### src/design/timer_pkg.sv
package timer_pkg;

    // One slot is four clock cycles, in this order
    typedef enum logic [1:0] {
        PH_RT   = 2'd0,
        PH_WT   = 2'd1,
        PH_CT   = 2'd2,
        PH_PHS4 = 2'd3
    } phase_t;

    // T01 through T12; any even count of 4 or more keeps the slot parity rule
    localparam int DEFAULT_TIME_PULSES = 12;

    // Scaler ring length, P01 through P05
    localparam int SCALER_STAGES = 5;

    // Bit 0 is P01, top bit is P05
    typedef logic [SCALER_STAGES-1:0] scaler_t;

endpackage
### src/design/agc_timer.sv
`timescale 1ns/100ps

module agc_timer #(
    parameter int NUM_TIME_PULSES = timer_pkg::DEFAULT_TIME_PULSES
) (
    input  logic                       sim_clk,
    input  logic                       rst_n,
    input  logic                       sby,
    input  logic                       alga,
    input  logic                       mstrtp,
    input  logic                       strt1,
    input  logic                       strt2,
    input  logic                       mstp,
    output timer_pkg::phase_t          phase,
    output logic                       rt,
    output logic                       wt,
    output logic                       ct,
    output logic [NUM_TIME_PULSES-1:0] time_pulse,
    output timer_pkg::scaler_t         scaler,
    output logic                       sb0,
    output logic                       sb1,
    output logic                       sb2,
    output logic                       sb4,
    output logic                       gojam,
    output logic                       stop
);

    logic slot_step;
    logic slot_odd;

    // Phase counter and slot parity, shared by all other blocks
    phase_gen u_phase_gen (
        .sim_clk   (sim_clk),
        .rst_n     (rst_n),
        .phase     (phase),
        .rt        (rt),
        .wt        (wt),
        .ct        (ct),
        .slot_step (slot_step),
        .slot_odd  (slot_odd)
    );

    time_pulse_seq #(
        .NUM_TIME_PULSES (NUM_TIME_PULSES)
    ) u_time_pulse_seq (
        .sim_clk    (sim_clk),
        .rst_n      (rst_n),
        .slot_step  (slot_step),
        .slot_odd   (slot_odd),
        .stop       (stop),
        .gojam      (gojam),
        .time_pulse (time_pulse)
    );

    // Free running, not affected by stop or gojam
    scaler_ring u_scaler_ring (
        .sim_clk   (sim_clk),
        .rst_n     (rst_n),
        .slot_step (slot_step),
        .scaler    (scaler),
        .sb0       (sb0),
        .sb1       (sb1),
        .sb2       (sb2),
        .sb4       (sb4)
    );

    restart_control #(
        .NUM_TIME_PULSES (NUM_TIME_PULSES)
    ) u_restart_control (
        .sim_clk    (sim_clk),
        .rst_n      (rst_n),
        .slot_step  (slot_step),
        .slot_odd   (slot_odd),
        .time_pulse (time_pulse),
        .sby        (sby),
        .alga       (alga),
        .mstrtp     (mstrtp),
        .strt1      (strt1),
        .strt2      (strt2),
        .mstp       (mstp),
        .gojam      (gojam),
        .stop       (stop)
    );

endmodule

### src/design/restart_control.sv
`timescale 1ns/100ps

module restart_control #(
    parameter int NUM_TIME_PULSES = timer_pkg::DEFAULT_TIME_PULSES
) (
    input  logic                       sim_clk,
    input  logic                       rst_n,
    input  logic                       slot_step,
    input  logic                       slot_odd,
    input  logic [NUM_TIME_PULSES-1:0] time_pulse,
    input  logic                       sby,
    input  logic                       alga,
    input  logic                       mstrtp,
    input  logic                       strt1,
    input  logic                       strt2,
    input  logic                       mstp,
    output logic                       gojam,
    output logic                       stop
);

    logic go_req;
    logic last_pulse;
    logic even_start;
    logic stopa;
    logic mstp_hold;

    // Any restart source sets the stop latch
    assign go_req = sby | alga | mstrtp | strt1 | strt2;

    assign last_pulse = time_pulse[NUM_TIME_PULSES-1];

    // Sample point is the edge that opens an even slot
    assign even_start = slot_step & ~slot_odd;

    always_ff @(posedge sim_clk) begin
        if (!rst_n) begin
            stopa     <= 1'b0;
            mstp_hold <= 1'b0;
        end else if (even_start) begin
            if (go_req) begin
                stopa <= 1'b1;
            end else if (last_pulse) begin
                stopa <= 1'b0;
            end
            // Manual stop is only taken at the end of the pulse cycle
            if (last_pulse) begin
                mstp_hold <= mstp;
            end
        end
    end

    // strt2 reaches gojam without waiting for a slot
    assign gojam = stopa | strt2;
    assign stop  = stopa | mstp_hold;

endmodule

### src/design/time_pulse_seq.sv
`timescale 1ns/100ps

module time_pulse_seq #(
    parameter int NUM_TIME_PULSES = timer_pkg::DEFAULT_TIME_PULSES
) (
    input  logic                       sim_clk,
    input  logic                       rst_n,
    input  logic                       slot_step,
    input  logic                       slot_odd,
    input  logic                       stop,
    input  logic                       gojam,
    output logic [NUM_TIME_PULSES-1:0] time_pulse
);

    localparam logic [NUM_TIME_PULSES-1:0] LAST_PULSE =
        {1'b1, {(NUM_TIME_PULSES-1){1'b0}}};

    logic [NUM_TIME_PULSES-1:0] rotated;
    logic                       next_is_odd;
    logic                       hold_on_stop;
    logic                       may_advance;

    // Candidate next pulse; T12 wraps round to T01
    always_comb begin
        rotated     = {time_pulse[NUM_TIME_PULSES-2:0], time_pulse[NUM_TIME_PULSES-1]};
        next_is_odd = 1'b0;
        // Odd pulse numbers sit on even bit positions
        for (int i = 0; i < NUM_TIME_PULSES; i += 2) begin
            next_is_odd = next_is_odd | rotated[i];
        end
    end

    // Stop only freezes the sequence going into odd slots
    assign hold_on_stop = slot_odd & stop;

    // A pulse is entered only in a slot of matching parity
    assign may_advance = ~hold_on_stop & (next_is_odd == slot_odd);

    always_ff @(posedge sim_clk) begin
        if (!rst_n) begin
            time_pulse <= LAST_PULSE;
        end else if (slot_step) begin
            if (gojam) begin
                time_pulse <= LAST_PULSE;
            end else if (may_advance) begin
                time_pulse <= rotated;
            end
        end
    end

endmodule

### src/design/scaler_ring.sv
`timescale 1ns/100ps

module scaler_ring (
    input  logic               sim_clk,
    input  logic               rst_n,
    input  logic               slot_step,
    output timer_pkg::scaler_t scaler,
    output logic               sb0,
    output logic               sb1,
    output logic               sb2,
    output logic               sb4
);
    import timer_pkg::*;

    scaler_t scaler_next;

    // Johnson shift, P01 takes the inverse of the last stage
    assign scaler_next = {scaler[SCALER_STAGES-2:0], ~scaler[SCALER_STAGES-1]};

    always_ff @(posedge sim_clk) begin
        if (!rst_n) begin
            scaler <= '0;
        end else if (slot_step) begin
            scaler <= scaler_next;
        end
    end

    // Stage names as on the schematic
    logic p02;
    logic p03;
    logic p04;
    logic p05;

    assign p02 = scaler[1];
    assign p03 = scaler[2];
    assign p04 = scaler[3];
    assign p05 = scaler[4];

    // Each strobe picks out fixed points of the ten slot period
    assign sb0 = p02 & ~p05;
    assign sb1 = p03 & p05;
    assign sb2 = p05 & ~p02;
    assign sb4 = p02 & ~p04;

endmodule

### src/design/phase_gen.sv
`timescale 1ns/100ps

module phase_gen (
    input  logic              sim_clk,
    input  logic              rst_n,
    output timer_pkg::phase_t phase,
    output logic              rt,
    output logic              wt,
    output logic              ct,
    output logic              slot_step,
    output logic              slot_odd
);
    import timer_pkg::*;

    phase_t phase_next;
    logic   running;

    // Phase sequence RT, WT, CT, PHS4
    always_comb begin
        case (phase)
            PH_RT:   phase_next = PH_WT;
            PH_WT:   phase_next = PH_CT;
            PH_CT:   phase_next = PH_PHS4;
            default: phase_next = PH_RT;
        endcase
    end

    // running holds phase in RT for one extra cycle after reset,
    // so slot 0 begins with a full RT cycle and its strobe
    always_ff @(posedge sim_clk) begin
        if (!rst_n) begin
            running  <= 1'b0;
            phase    <= PH_RT;
            slot_odd <= 1'b1;
        end else begin
            running <= 1'b1;
            if (running) begin
                phase <= phase_next;
            end
            // Parity of the slot that follows, flips as each slot ends
            if (slot_step) begin
                slot_odd <= ~slot_odd;
            end
        end
    end

    assign rt        = running && (phase == PH_RT);
    assign wt        = running && (phase == PH_WT);
    assign ct        = running && (phase == PH_CT);
    assign slot_step = running && (phase == PH_PHS4);

endmodule

### config.mk
export PLATFORM = sky130hd
export DESIGN_NAME = agc_timer
export DESIGN_NICKNAME = d
export VERILOG_FILES = /design/src/design/timer_pkg.sv /design/src/design/agc_timer.sv /design/src/design/restart_control.sv /design/src/design/time_pulse_seq.sv /design/src/design/scaler_ring.sv /design/src/design/phase_gen.sv
export SDC_FILE = /design/constraint.sdc
export NUM_CORES = 1
export LEC_CHECK = 0
export CAP_MARGIN = 20
export CORE_UTILIZATION = 24
export CTS_CLUSTER_SIZE = 25
export DETAILED_ROUTE_END_ITERATION = 8
export DONT_BUFFER_PORTS = 1
export GPL_TIMING_DRIVEN = 0
export PLACE_DENSITY_LB_ADDON = 0.3
export REMOVE_ABC_BUFFERS = 1
export SKIP_LAST_GASP = 1
export SLEW_MARGIN = 10
export SYNTH_ARGS = -nofsm -noshare
export SYNTH_HDL_FRONTEND = slang
export SYNTH_SLANG_ARGS = --single-unit
### constraint.sdc
create_clock -name sim_clk -period 2.05 [get_ports sim_clk]
set_clock_uncertainty 0.15 [all_clocks]
set_input_delay 0.3075 -clock sim_clk [delete_from_list [all_inputs] [get_ports sim_clk]]
set_output_delay 0.3075 -clock sim_clk [all_outputs]
set_load 0.01 [all_outputs]
==> impl_metrics.json <==
{
  "outcome": "complete, but fails checks",
  "violations": "negative setup slack",
  "met2_usage_pct": 18.24,
  "synth.area.top_cells": "dfxtp_1 (47%), nand2_1 (8.0%), o22ai_1 (7.0%)",
  "p_clk_share_pct": 35.1,
  "grt-busiest-layer": "met2",
  "grt_pass1_wl_um": 3608,
  "coreArea_um2": 3799,
  "place.gp.congestion": 0.6697,
  "intPower_w": 0.0006041,
  "grt_use_total_pct": 10.89,
  "power_switching_share_pct": 22.26,
  "tritoncts": "done",
  "rsz0062_at_grt": "yes",
  "hold_path_class": "input pin to flop",
  "end_kind": "flop",
  "fin_crit_sh_pct": 106.9,
  "dpl.hpwl_um": 1520,
  "core.rowCount": 22,
  "gr-usage-met3_pct": 4.655,
  "drc_errors": 0,
  "slew_headroom_pct": 74.96,
  "htreeDepth": 1,
  "final_cell_mix": "nand2_1 (21), dfxtp_1 (21), o22ai_1 (11), a21oi_1 (8), nand3_1 (5)",
  "numCtsBuffers": 3,
  "startpoint_type": "flop",
  "cts.clk_slew.worst_paths_ns": 0.08,
  "pwr_density_cell_nw_per_um2": 694.7,
  "r2r-end": "u_time_pulse_seq.time_pulse[3]",
  "wire_per_inst_um": 14.02,
  "r2r_setup_slack_ns": -0.14,
  "clk_path_buf_depth": 2,
  "whs_endpoint": "u_phase_gen.phase[0]",
  "io_pins": 36,
  "drtIter0Drc": 16,
  "diodes": 0,
  "synthToLayoutAreaGrowth_pct": 13.60,
  "min_from": "rst_n",
  "p_sw_w": 0.0001730,
  "crit_required_ns": 2.05,
  "synth_cells": 112,
  "fin_crit_ns": 2.191,
  "num_vias": 782,
  "die_w_um": 66.06,
  "dp.cells": 151,
  "drt_first_pass_iters": 4,
  "setup_viol": 12,
  "tns_ns": -1.580,
  "stdcell_area_um2": 1119,
  "ys_seq_elements": 23,
  "port_buffers": 0,
  "ant_nets": 0,
  "seqPwrFrac_pct": 59.7,
  "p_leak_nw": 0.4026,
  "netlist_area_um2": 984.7,
  "die_height_um": 66.06,
  "yosys_warnings": 0,
  "seq_area_frac_synth_pct": 46.76,
  "crit_arrival_ns": 2.19,
  "drt_wl_total_um": 2229,
  "path_class": "flop to flop",
  "antenna_found_initial": 0,
  "nNetsFinal": 124,
  "instances_no_fill": 159,
  "layout-drive-gt1-share_pct": 15.32,
  "dpl_cell_area_um2": 973.4,
  "fin_ws_ns": -0.1413,
  "ir_drop_mv": 0.4617,
  "whs_ns": 0.03496,
  "grt_pass1_vias": 797,
  "grt_max_degree": 17,
  "clock_sinks": 23,
  "final_max_slew_viol_count": 0,
  "grtUsageMet1_pct": 13.11,
  "critical_path.max_fanout": 12,
  "synth_cell_type_count": 26,
  "worst_pin_slew_ns": 0.3747,
  "yosysTopAreaCell": "dfxtp_1",
  "n_fill_cell": 417,
  "p_comb_share_pct": 5.3,
  "max_cap_violations": 0,
  "die_area_um2": 4363,
  "report.final.hold_viol_count": 0,
  "reg2reg_from": "u_time_pulse_seq.time_pulse[1]",
  "viasPerCell": 4.918,
  "start_util_pct": 25.92,
  "synth_top_area_share_pct": 46.76,
  "max_freq_ghz": 0.4563,
  "insertion_delay_ns": 0.26,
  "root_buffer": "clkbuf_8",
  "postSynthAreaPerCell_um2": 8.792,
  "hold_depth": 2,
  "rr_worst_depth": 6,
  "grt-ovfl-total": 0
}
## power groups by stage
stage	Clock, W	Combinational (W)	Sequential (W)
after floorplan	0	0.0000280	0.000472
after global placement	0	0.0000327	0.000474
after detailed placement	0	0.0000341	0.000474
after CTS	0.000282	0.0000411	0.000464
after global routing	0.000302	0.0000472	0.000466
final	0.000273	0.0000408	0.000464
## layout make-up
class | count | area (µm²) | share of cell area, %
Multi-Input combinational cell | 76 | 493.0 | 44.07
Sequential cell | 23 | 462.9 | 41.39
Tap cell | 48 | 60.06 | 5.369
Clock buffer | 3 | 41.29 | 3.691
Timing Repair Buffer | 3 | 37.54 | 3.356
Inverter | 5 | 18.77 | 1.678
Clock inverter | 1 | 5.005 | 0.4474
## layer usage
layer / up-vias / part of all wire (%)
li1: 387 / -
met1: 360 / 45
met2: 33 / 47
met3: 2 / 7.9
met4: 0 / 0.45
met5: - / 0
## registers in the layout, indices dropped and copies added, names as in the netlist
signal and count:
u_restart_control.mstp_hold 1, u_restart_control.stopa 1, u_phase_gen.slot_odd 1, u_phase_gen.phase 2
u_phase_gen.running 1, u_time_pulse_seq.time_pulse 12, u_scaler_ring.scaler 5
## cell families (layout without fill, tap and decap cells)
logic type | count (synthesis) | in the layout | share of synthesized area (%)
flip-flops | 23 | 23 | 46.76
adder cells (fa/ha/maj) | 4 | 4 | 5.083
buffers and inverters | 14 | 12 | 9.147
AO/OA/AOI/OAI | 25 | 26 | 15.63
multiplexers | 1 | 1 | 1.017
AND/OR/NAND/NOR | 45 | 45 | 22.36
## worst max-delay path: stages (launching register included)
cell,delay [ns]
dfxtp_2,0.36
or4_4,0.56
or4_4,0.46
buf_4,0.17
a31oi_4,0.15
buf_12,0.15
o22ai_1,0.08
## synthesized netlist by cell type, drive strengths merged
cell     n
nand3b   1
a21oi    8
or2      1
buf      8
nor2     4
or4      3
a31oi    1
nand3    5
nand2   22
nor2b    3
a211o    1
o32a     1
ha       4
clkinv   1
o22ai   11
and3b    1
o311ai   1
and2     4
inv      4
mux2i    1
dfxtp   23
nand2b   1
clkbuf   1
o21ai    2
## what timing repair did
| action | CTS | global route |
|---|---|---|
| resized for setup | 11 | 0 |
| setup buffers | 2 | 0 |
| endpoints found under the setup margin | 12 | 12 |
| pin swaps | 2 | 0 |
| endpoints found under the hold margin | 2 | 0 |
| gates cloned | 1 | 0 |
| hold buffers | 1 | 0 |
## worst max-delay path by stage
stage                                                  to  slack, ns                      startpoint  cells after the start
after CTS                 u_time_pulse_seq.time_pulse[11]      -0.13  u_time_pulse_seq.time_pulse[1]                      4
final                      u_time_pulse_seq.time_pulse[3]      -0.14  u_time_pulse_seq.time_pulse[1]                      6
after global routing       u_time_pulse_seq.time_pulse[8]      -0.19  u_time_pulse_seq.time_pulse[1]                      6
after floorplan            u_time_pulse_seq.time_pulse[0]      -0.24  u_time_pulse_seq.time_pulse[1]                      4
after detailed placement   u_time_pulse_seq.time_pulse[4]      -0.54  u_time_pulse_seq.time_pulse[1]                      4
after global placement     u_time_pulse_seq.time_pulse[6]      -0.50  u_time_pulse_seq.time_pulse[1]                      4
## per-stage QoR
step	total power [W]	worst slack [ns]	utilization (%)
floorplan	0.0004999	-0.2385	-
global placement	0.0005070	-0.5008	25.63
global route	0.0008146	-0.1868	29.45
detailed placement	0.0005085	-0.5391	25.63
CTS	0.0007873	-0.1295	29.45
finish	0.0007771	-0.1413	29.45
(Power assumes the default switching activity.)
